**src/tft_bus_pkg.sv**
```systemverilog
package tft_bus_pkg;

    localparam int BUS_AW = 4;  // byte address, word registers
    localparam int BUS_DW = 32;

    typedef logic [BUS_DW-1:0] bus_data_t;
    typedef logic [BUS_AW-1:0] bus_addr_t;

    // register map
    localparam bus_addr_t REG_CMD    = 4'h0;  // write only, pushes a command word
    localparam bus_addr_t REG_STATUS = 4'h4;
    localparam bus_addr_t REG_RDATA  = 4'h8;  // read pops one captured byte

    // status bits
    localparam int ST_CMD_FULL = 0;
    localparam int ST_BUSY     = 1;
    localparam int ST_RD_VALID = 2;

endpackage

```
**src/tft_spi_pkg.sv**
```systemverilog
package tft_spi_pkg;

    localparam int FRAME_W = 16;
    localparam int DELAY_W = 16;

    // low half goes out on the wire, high half is the cs_n-high gap after it
    typedef struct packed {
        logic [DELAY_W-1:0] delay;
        logic [FRAME_W-1:0] frame;
    } spi_cmd_t;

    localparam logic [7:0] READ_OPCODE = 8'h40;

    typedef logic [7:0] rd_byte_t;

    function automatic logic is_read(logic [FRAME_W-1:0] frame);
        return frame[FRAME_W-1 -: 8] == READ_OPCODE;
    endfunction

endpackage

```
**src/tft_cmd_if.sv**
```systemverilog
`timescale 1ns/1ps

interface tft_cmd_if ();
    import tft_spi_pkg::*;

    logic     valid;  // head of command FIFO is valid
    spi_cmd_t cmd;
    logic     pop;    // one-cycle pulse from the shifter
    logic     busy;

    modport fifo_side (
        output valid,
        output cmd,
        input  pop
    );

    modport engine_side (
        input  valid,
        input  cmd,
        output pop,
        output busy
    );

    modport monitor (
        input busy
    );

endinterface

```
**src/tft_sync_fifo.sv**
```systemverilog
`timescale 1ns/1ps

module tft_sync_fifo #(
    parameter type T     = logic [7:0],
    parameter int  DEPTH = 4
) (
    input  logic clk,
    input  logic nrst,
    input  logic push,
    input  T     wdata,
    input  logic pop,
    output T     rdata,
    output logic empty,
    output logic full
);

    localparam int AW = (DEPTH > 1) ? $clog2(DEPTH) : 1;
    localparam int CW = $clog2(DEPTH + 1);

    T              mem [DEPTH];
    logic [AW-1:0] wr_ptr;
    logic [AW-1:0] rd_ptr;
    logic [CW-1:0] count;
    logic          do_push;
    logic          do_pop;

    // wrap explicitly, DEPTH need not be a power of two
    function automatic logic [AW-1:0] next_ptr(logic [AW-1:0] p);
        return (p == AW'(DEPTH - 1)) ? '0 : p + 1'b1;
    endfunction

    assign empty   = (count == '0);
    assign full    = (count == CW'(DEPTH));
    assign do_push = push && !full;   // push into a full FIFO is lost
    assign do_pop  = pop && !empty;
    assign rdata   = mem[rd_ptr];     // head visible without read delay

    always_ff @(posedge clk) begin
        if (!nrst) begin
            wr_ptr <= '0;
            rd_ptr <= '0;
            count  <= '0;
        end else begin
            if (do_push)
                wr_ptr <= next_ptr(wr_ptr);
            if (do_pop)
                rd_ptr <= next_ptr(rd_ptr);
            case ({do_push, do_pop})
                2'b10:   count <= count + 1'b1;
                2'b01:   count <= count - 1'b1;
                default: count <= count;  // none or both
            endcase
        end
    end

    always_ff @(posedge clk) begin
        if (do_push)
            mem[wr_ptr] <= wdata;
    end

endmodule

```
**src/tft_mmio_regs.sv**
```systemverilog
`timescale 1ns/1ps

module tft_mmio_regs (
    input  logic                              clk,
    input  logic                              nrst,
    input  logic [tft_bus_pkg::BUS_AW-1:0]    addr,
    input  logic                              wen,
    input  logic                              ren,
    input  tft_bus_pkg::bus_data_t            wdata,
    output tft_bus_pkg::bus_data_t            rdata,

    // command FIFO
    output logic                              cmd_push,
    output tft_spi_pkg::spi_cmd_t             cmd_data,
    input  logic                              cmd_full,

    // read byte FIFO
    output logic                              rd_pop,
    input  tft_spi_pkg::rd_byte_t             rd_byte,
    input  logic                              rd_empty,

    tft_cmd_if.monitor                        cmd_mon
);
    import tft_bus_pkg::*;
    import tft_spi_pkg::*;

    logic      sel_cmd;
    logic      sel_status;
    logic      sel_rdata;
    bus_data_t status;

    assign sel_cmd    = (addr == REG_CMD);
    assign sel_status = (addr == REG_STATUS);
    assign sel_rdata  = (addr == REG_RDATA);

    // write to a full command FIFO is dropped here
    assign cmd_push = wen && sel_cmd && !cmd_full;
    assign cmd_data = spi_cmd_t'(wdata);

    // no pop on an empty read FIFO
    assign rd_pop = ren && sel_rdata && !rd_empty;

    always_comb begin
        status              = '0;
        status[ST_CMD_FULL] = cmd_full;
        status[ST_BUSY]     = cmd_mon.busy;
        status[ST_RD_VALID] = !rd_empty;
    end

    // rdata valid the cycle after ren, held until the next read
    always_ff @(posedge clk) begin
        if (!nrst) begin
            rdata <= '0;
        end else if (ren) begin
            if (sel_status)
                rdata <= status;
            else if (sel_rdata && !rd_empty)
                rdata <= bus_data_t'(rd_byte);  // zero extended
            else
                rdata <= '0;
        end
    end

endmodule

```
**src/tft_spi_shifter.sv**
```systemverilog
`timescale 1ns/1ps

module tft_spi_shifter #(
    parameter int SCLK_HALF = 2
) (
    input  logic                  clk,
    input  logic                  nrst,
    tft_cmd_if.engine_side        cmd,

    output logic                  rd_push,
    output tft_spi_pkg::rd_byte_t rd_data,
    input  logic                  rd_full,

    // to the TFT controller
    output logic                  cs_n,
    output logic                  sclk,
    output logic                  mosi,
    input  logic                  miso
);
    import tft_spi_pkg::*;

    localparam int HW = (SCLK_HALF > 1) ? $clog2(SCLK_HALF) : 1;
    localparam int BW = $clog2(FRAME_W);
    localparam int RB = $bits(rd_byte_t);

    typedef enum logic [1:0] {IDLE, SHIFT, DELAY} state_t;

    state_t             state;
    logic [HW-1:0]      half_cnt;
    logic [BW-1:0]      bit_cnt;
    logic [DELAY_W-1:0] dly_cnt;
    logic               rd_frame;   // current frame is a read
    logic [FRAME_W-1:0] tx_sh;
    logic [FRAME_W-1:0] rx_sh;
    logic               blocked;
    logic               start;
    logic               half_done;
    logic               sclk_rise;
    logic               sclk_fall;
    logic               last_fall;

    // a read frame waits for room in the read FIFO; a byte pushed this
    // cycle is not yet counted in rd_full
    assign blocked   = is_read(cmd.cmd.frame) && (rd_full || rd_push);
    assign start     = (state == IDLE) && cmd.valid && !blocked;
    assign cmd.pop   = start;
    assign cmd.busy  = (state != IDLE);

    assign half_done = (half_cnt == HW'(SCLK_HALF - 1));
    assign sclk_rise = (state == SHIFT) && half_done && !sclk;
    assign sclk_fall = (state == SHIFT) && half_done && sclk;
    assign last_fall = sclk_fall && (bit_cnt == BW'(FRAME_W - 1));

    always_ff @(posedge clk) begin
        if (!nrst) begin
            state    <= IDLE;
            cs_n     <= 1'b1;
            sclk     <= 1'b0;
            mosi     <= 1'b0;
            rd_push  <= 1'b0;
            rd_frame <= 1'b0;
            half_cnt <= '0;
            bit_cnt  <= '0;
            dly_cnt  <= '0;
        end else begin
            rd_push <= 1'b0;
            case (state)
                IDLE: begin
                    if (start) begin
                        state    <= SHIFT;
                        cs_n     <= 1'b0;
                        mosi     <= cmd.cmd.frame[FRAME_W-1];  // msb valid at cs_n fall
                        rd_frame <= is_read(cmd.cmd.frame);
                        dly_cnt  <= cmd.cmd.delay;
                        half_cnt <= '0;
                        bit_cnt  <= '0;
                    end
                end
                SHIFT: begin
                    half_cnt <= half_done ? '0 : half_cnt + 1'b1;
                    if (half_done)
                        sclk <= ~sclk;
                    if (last_fall) begin
                        cs_n    <= 1'b1;
                        mosi    <= 1'b0;
                        rd_push <= rd_frame;
                        // gap of 0 or 1 both give one idle cycle
                        if (dly_cnt > DELAY_W'(1)) begin
                            state   <= DELAY;
                            dly_cnt <= dly_cnt - DELAY_W'(2);
                        end else begin
                            state <= IDLE;
                        end
                    end else if (sclk_fall) begin
                        bit_cnt <= bit_cnt + 1'b1;
                        mosi    <= tx_sh[FRAME_W-1];
                    end
                end
                DELAY: begin
                    if (dly_cnt == '0)
                        state <= IDLE;
                    else
                        dly_cnt <= dly_cnt - 1'b1;
                end
                default: state <= IDLE;
            endcase
        end
    end

    always_ff @(posedge clk) begin
        if (start)
            tx_sh <= cmd.cmd.frame << 1;  // bit 15 already on mosi
        else if (sclk_fall)
            tx_sh <= tx_sh << 1;
        if (sclk_rise)
            rx_sh <= {rx_sh[FRAME_W-2:0], miso};
        if (last_fall)
            rd_data <= rx_sh[RB-1:0];
    end

endmodule

```
**src/tft_display_top.sv**
```systemverilog
`timescale 1ns/1ps

module tft_display_top #(
    parameter int CMD_DEPTH = 4,
    parameter int RD_DEPTH  = 4,
    parameter int SCLK_HALF = 2
) (
    input  logic                           clk,
    input  logic                           nrst,
    input  logic [tft_bus_pkg::BUS_AW-1:0] addr,
    input  logic                           wen,
    input  logic                           ren,
    input  tft_bus_pkg::bus_data_t         wdata,
    output tft_bus_pkg::bus_data_t         rdata,

    output logic                           cs_n,
    output logic                           sclk,
    output logic                           mosi,
    input  logic                           miso
);
    import tft_spi_pkg::*;

    spi_cmd_t cmd_wdata;
    logic     cmd_push;
    logic     cmd_full;
    logic     cmd_empty;
    rd_byte_t rd_wdata;
    rd_byte_t rd_head;
    logic     rd_push;
    logic     rd_pop;
    logic     rd_empty;
    logic     rd_full;

    tft_cmd_if cmd_bus ();

    assign cmd_bus.valid = ~cmd_empty;

    // command words, head goes straight to the shifter
    tft_sync_fifo #(
        .T     (spi_cmd_t),
        .DEPTH (CMD_DEPTH)
    ) u_cmd_fifo (
        .clk   (clk),
        .nrst  (nrst),
        .push  (cmd_push),
        .wdata (cmd_wdata),
        .pop   (cmd_bus.pop),
        .rdata (cmd_bus.cmd),
        .empty (cmd_empty),
        .full  (cmd_full)
    );

    tft_sync_fifo #(
        .T     (rd_byte_t),
        .DEPTH (RD_DEPTH)
    ) u_rd_fifo (
        .clk   (clk),
        .nrst  (nrst),
        .push  (rd_push),
        .wdata (rd_wdata),
        .pop   (rd_pop),
        .rdata (rd_head),
        .empty (rd_empty),
        .full  (rd_full)
    );

    tft_mmio_regs u_regs (
        .clk      (clk),
        .nrst     (nrst),
        .addr     (addr),
        .wen      (wen),
        .ren      (ren),
        .wdata    (wdata),
        .rdata    (rdata),
        .cmd_push (cmd_push),
        .cmd_data (cmd_wdata),
        .cmd_full (cmd_full),
        .rd_pop   (rd_pop),
        .rd_byte  (rd_head),
        .rd_empty (rd_empty),
        .cmd_mon  (cmd_bus)
    );

    tft_spi_shifter #(
        .SCLK_HALF (SCLK_HALF)
    ) u_shifter (
        .clk     (clk),
        .nrst    (nrst),
        .cmd     (cmd_bus),
        .rd_push (rd_push),
        .rd_data (rd_wdata),
        .rd_full (rd_full),
        .cs_n    (cs_n),
        .sclk    (sclk),
        .mosi    (mosi),
        .miso    (miso)
    );

endmodule

```
**config.mk**
```make
export PLATFORM = sky130hd
export DESIGN_NAME = tft_display_top
export DESIGN_NICKNAME = d
export VERILOG_FILES = /design/src/tft_bus_pkg.sv /design/src/tft_spi_pkg.sv /design/src/tft_cmd_if.sv /design/src/tft_sync_fifo.sv /design/src/tft_mmio_regs.sv /design/src/tft_spi_shifter.sv /design/src/tft_display_top.sv
export SDC_FILE = /design/constraint.sdc
export NUM_CORES = 1
export LEC_CHECK = 0
export BUFFER_PORTS_ARGS = -buffer_cell sky130_fd_sc_hd__buf_2
export CORE_MARGIN = 5
export CORE_UTILIZATION = 50
export CTS_BUF_LIST = sky130_fd_sc_hd__clkbuf_8
export DETAILED_ROUTE_END_ITERATION = 16
export PLACE_DENSITY = 0.81
export SLEW_MARGIN = 20
export SYNTH_ARGS = -nofsm -noshare
export SYNTH_HDL_FRONTEND = slang
export SYNTH_SLANG_ARGS = --single-unit
```
**constraint.sdc**
```tcl
create_clock -name clk -period 2.75 [get_ports clk]
set_input_delay 0.275 -clock clk [delete_from_list [all_inputs] [get_ports clk]]
set_output_delay 0.275 -clock clk [all_outputs]
set_load 0.005 [all_outputs]
```
# Word level (Yosys, flattened, before mapping)
# Memory sizes are Yosys's and may differ from the RTL's. A register that Yosys moved wholly into a read port is not among the register bits.
# Cells that the tools add are included.
[word_totals] out_inout_bits=35 mem_count=2 input_bits=41 wordCells=144 regBits=105 ram_bits=160
[memory_table] memory="u_cmd_fifo.mem" words=4 word_bits=32 read_ports=1 rd_clocked_by_memory_dff=1 wr=1 line_no="tft_sync_fifo.sv:20" rtl="T mem [DEPTH];"
[memory_table] memory="u_rd_fifo.mem" words=4 word_bits=8 read_ports=1 rd_clocked_by_memory_dff=1 wr=1 line_no="tft_sync_fifo.sv:20"
[op_classes] magnitude_cmp=1 eq_ne=24 n_reduce_logical=43 n_bitwise=2 add_sub_neg=12 muxes=41
[op_table] operator="$mux W16" count=6
[op_table] operator="$pmux W16 S3" count=1
[op_table] operator="$mux W32" count=1
[op_table] operator="$mux W2" count=12
[op_table] operator="$gt A16 B1 Y1 const B" count=1
[op_table] operator="$logic_and A1 B1 Y1" count=16
[op_table] operator="$logic_not A16 Y1" count=1
[op_table] operator="$sub A16 B1 Y16 const B" count=1
[op_table] operator="$sub A16 B2 Y16 const B" count=1
[op_table] operator="$eq A2 B2 Y1 const B" count=7
[op_table] operator="$mux W4" count=3
[op_table] operator="$pmux W3 S2" count=2
[op_table] operator="$reduce_and A3 Y1" count=4
[op_table] operator="$mux W1" count=10
[op_table] operator="$reduce_bool A2 Y1" count=5
[op_table] operator="$add A2 B1 Y2 const B" count=4
[op_table] operator="$eq A4 B4 Y1 const B" count=2
[op_table] operator="$eq A8 B7 Y1 const B" count=1
[op_table] operator="$mux W8" count=1
[op_table] operator="$ne A2 B2 Y1 const B" count=4
[op_table] operator="$pmux W4 S2" count=1
[op_table] operator="$add A3 B1 Y3 const B" count=2
[op_table] operator="$eq A2 B1 Y1 const B" count=3
[op_table] operator="$eq A3 B3 Y1 const B" count=2
[op_table] operator="other kinds (18)" count=32

# Logic depth before layout (Yosys ltp)
[logic_depth] word_depth=8 mapped_depth=13 ltp_nobuf=11

# Hierarchy
# A second synthesis with hierarchy kept.
[unflattened] hier_cells=742 hier_area_um2=10784.1
[modules_own_cells] module="tft_sync_fifo at u_cmd_fifo" cells_per_inst=223 n_inst=1 seq_area_each_um2=4023.9 area_each_um2=5152.4
[modules_own_cells] module="tft_spi_shifter" cells_per_inst=322 n_inst=1 seq_area_each_um2=1491.4 area_each_um2=3193.1
[modules_own_cells] module="tft_sync_fifo at u_rd_fifo" cells_per_inst=98 n_inst=1 seq_area_each_um2=1141.1 area_each_um2=1644.1
[modules_own_cells] module="tft_mmio_regs" cells_per_inst=98 n_inst=1 seq_area_each_um2=160.2 area_each_um2=790.8
[modules_own_cells] module="tft_display_top" cells_per_inst=1 n_inst=1 seq_area_each_um2=0.0 area_each_um2=3.8

# Worst setup path before layout
# Ideal clock, no wire load.
[synth_timing] path_kind="register to register" from="reg with a tool-made name" to="reg u_cmd_fifo.count[2]" t_arrival_ns=2.838 path_slack_ns=-0.159 stages_incl_launch_ff=14 synth_period_minus_slack_ns=2.909 required_time_ns=2.680 setup_ns=0.070 path_buffers=3 path_cell_list="dfxtp_1 -> buf_6 -> buf_6 -> mux4_2 -> nor4_2 -> a31o_4 -> inv_1 -> buf_2 -> ha_1 -> inv_1 -> fa_1 -> xor2_1 -> or3_1 -> a21oi_1"
[synth_lines] element="end signal: assignment" line_no="tft_sync_fifo.sv:49" rtl="2'b10: count <= count + 1'b1;"
[synth_lines] element="end signal: assignment" line_no="tft_sync_fifo.sv:50" rtl="2'b01: count <= count - 1'b1;"
[synth_lines] element="end signal: assignment" line_no="tft_sync_fifo.sv:51" rtl="default: count <= count;"
[synth_lines] element="end: declaration" line_no="tft_sync_fifo.sv:23" rtl="logic [CW-1:0] count;"

==> results_dict.tcl <==
set metrics [dict create \
    status "complete, no violations" \
    area_growth_pct 15.9 \
    critical_path_arrival_ns 3.08 \
    slew_violations 0 \
    wl_per_cell_um 17.8 \
    yosysUniqueCellTypes 69 \
    fin_nets 908 \
    finalPower_w 0.0106 \
    drc_errors 0 \
    yosysTopAreaCell "edfxtp_1" \
    synth_edf_count 191 \
    synthSimpleGateAreaFrac_pct 9.29 \
    netlist_instances 721 \
    rsz0062_at_grt "no" \
    dpl.hpwl_um 12800 \
    critPathMaxFanout 10 \
    hold_path.class "input pin to flop" \
    synth_top_area_share_pct 55.0 \
    tritoncts "done" \
    first_pass_iters 5 \
    syn_area_per_cell_um2 14.5 \
    netlist_area_um2 10400 \
    dieHeight_um 154 \
    synth_top_family_by_area "multiplexers" \
    post-route-min-period_ns 2.63 \
    clk_latency_ns 0.54 \
    viasPerCell 5.48 \
    port_buffers 51 \
    core_um2 20400 \
    clockBufferDepth 3 \
    numCtsBuffers 39 \
    synth_fa_ha_area_share_pct 3.26 \
    place.gp.congestion 0.952 \
    finalHoldViolations 0 \
    leakagePower_nw 4.28 \
    ir_worst_vdd_mv 0.586 \
    synth_most_common_cell "edfxtp_1" \
    powerDensity_nw_per_um2 876 \
    antenna_found_initial 0 \
    required_ns 3.20 \
    ys_top_cells_by_area "edfxtp_1 55%, dfxtp_1 10%, mux4_2 8.6%, ha_1 2.9%, nand2_1 2.4%" \
    max-slew-margin-rel_pct 38.4 \
    hp-start "nrst" \
    synth_xor_area_share_pct 0.504 \
    grt_max_degree 46 \
    grt_usage_pct 17.1 \
    setup-violations-final 0 \
    synthFlopType "edfxtp_1" \
    grt_pass1_vias 6362 \
    htree_num_levels 2 \
    num_vias 6258 \
    initial_utilization_pct 51.2 \
    cp-end-kind "flop" \
    tns_ns 0 \
    grt_remaining_overflow 0 \
    synth_seq_cells 245 \
    grt_pass1_wl_um 32900 \
    fp.dieW_um 154 \
    drive_above_1_share_pct 22.6 \
    fillCellCount 1474 \
    synth_compound_area_share_pct 7.59 \
    worstMarginPinSlew_ns 0.923 \
    ant_nets 0 \
    clock_skew_ns 0.0293 \
    die_area_um2 23900 \
    cts-root-buf "clkbuf_8" \
    fmaxAchievable_mhz 381 \
    synthMuxAreaShare_pct 9.70 \
    cts.sinks 245 \
    ys_seq_area_share_pct 65.3 \
    drv_cap 0 \
    finalWirelength_um 20300 \
    synthTopCellsByCount "191 x edfxtp_1, 68 x nand2_1, 55 x nor2_1" \
    drtIter0Drc 430 \
    synth_warnings 0 \
    clk_pin_slew_ns 0.06 \
    critical_path_class "flop to flop" \
    rows 52 \
    post-route-period-util_pct 95.5 \
    ios 76 \
    startpoint_type "flop" \
    async_flop_share_pct 0 \
]
-- state kept, by name, summed over array words and instances (netlist names), 2 cells and up, named ones only --
signal,flops
u_rd_fifo.wr_ptr,2
u_cmd_fifo.count,3
u_shifter.state,2
u_shifter.rx_sh,8
u_cmd_fifo.mem,128
u_rd_fifo.mem,32
u_regs.rdata,8
u_rd_fifo.rd_ptr,2
u_shifter.bit_cnt,4
u_shifter.dly_cnt,16
u_shifter.rd_data,8
u_rd_fifo.count,3
u_shifter.tx_sh,15
u_cmd_fifo.wr_ptr,2
u_cmd_fifo.rd_ptr,2
-- per-stage QoR --
step | setup WS (ns) | instances | utilization (%) | hold slack (ns) | area [um2]
after floorplan | 0.0130 | 744 | - | 0.374 | 10600
after global placement | 0.0816 | 1036 | 54.0 | 0.405 | 11000
after detailed placement | 0.0178 | 1036 | 54.0 | 0.423 | 11000
after CTS | 0.0503 | 1139 | 59.3 | 0.0228 | 12100
after global routing | 0.00183 | 1140 | 59.4 | 0.0446 | 12100
final | 0.125 | 1141 | 59.4 | 0.0469 | 12100
-- area by class of cell --
| class | count | area [um2] | share of cell area [%] |
|---|---|---|---|
| diodes | 1 | 2.50 | 0.0207 |
| clock buffers | 40 | 551 | 4.55 |
| clock inverters | 30 | 195 | 1.61 |
| inverters | 26 | 100 | 0.828 |
| multi-input cells | 418 | 3280 | 27.1 |
| flip-flops and latches | 245 | 6820 | 56.4 |
| well taps | 270 | 338 | 2.79 |
| repair buffers | 111 | 805 | 6.65 |
-- critical path: stages (launching register included) --
cell	delay, ns
dfxtp_4	0.46
mux4_2	0.53
nor4b_4	0.15
a31o_4	0.24
inv_4	0.06
ha_4	0.12
inv_2	0.04
fa_2	0.35
xor2_1	0.16
or3_1	0.32
a21oi_1	0.12
-- cells by family (layout without fill, tap and decap cells) --
family,after synthesis,in the layout
AO/OA/AOI/OAI,113,113
XOR/XNOR,6,6
adder cells (fa/ha/maj),26,26
buffers and inverters,81,207
flip-flops,245,245
multiplexers,51,51
other,1,25
AND/OR/NAND/NOR,198,198
-- layout by cell type (no fill, tap or decap), types with 9 or more instances in the layout --
cell           count
mux2i_1           10
nor2_1            55
conb_1            24
dfxtp_1           52
ha_1              23
buf_2             51
edfxtp_1         191
clkbuf_8          40
dlygate4sd3_1     33
a31oi_1           10
mux4_2            40
buf_4             25
inv_1             36
a211oi_2           9
nand2_1           68
o21ai_0           17
nand3_1           12
a21oi_1           37
and2_1             9
-- report_power, final --
part | switching, W | internal, W
combinational | 0.00172 | 0.00127
clock | 0.00139 | 0.00156
sequential | 0.000281 | 0.00437
-- final timing paths --
| path | slack (ns) | endpoint | cells after the start |
|---|---|---|---|
| min | 0.05 | u_shifter.cs_n$_SDFFE_PN1P_ | 2 |
| min reg2reg | 0.44 | u_shifter.rd_data[7]$_DFFE_PP_ | 0 |
| max | 0.12 | u_cmd_fifo.count[2]$_SDFFE_PN0P_ | 10 |
| max reg2reg | 0.12 | u_cmd_fifo.count[2]$_SDFFE_PN0P_ | 10 |
-- layer usage --
metal	vias to the layer above	track usage [%]	share of wire, %
met2	213	28.9	49
met3	43	3.32	5.7
li1	2924	-	-
met5	-	0	0
met1	3078	22.2	42
met4	0	6.06	2.6
-- repair_timing --
item,in CTS,in global routing
cloned,0,0
pin swaps,0,0
endpoints found under the setup margin,1,6
endpoints found under the hold margin,129,0
resized for setup,1,2
hold buffers,33,0
buffers inserted,0,1
Power figures use the tool's default switching activity.
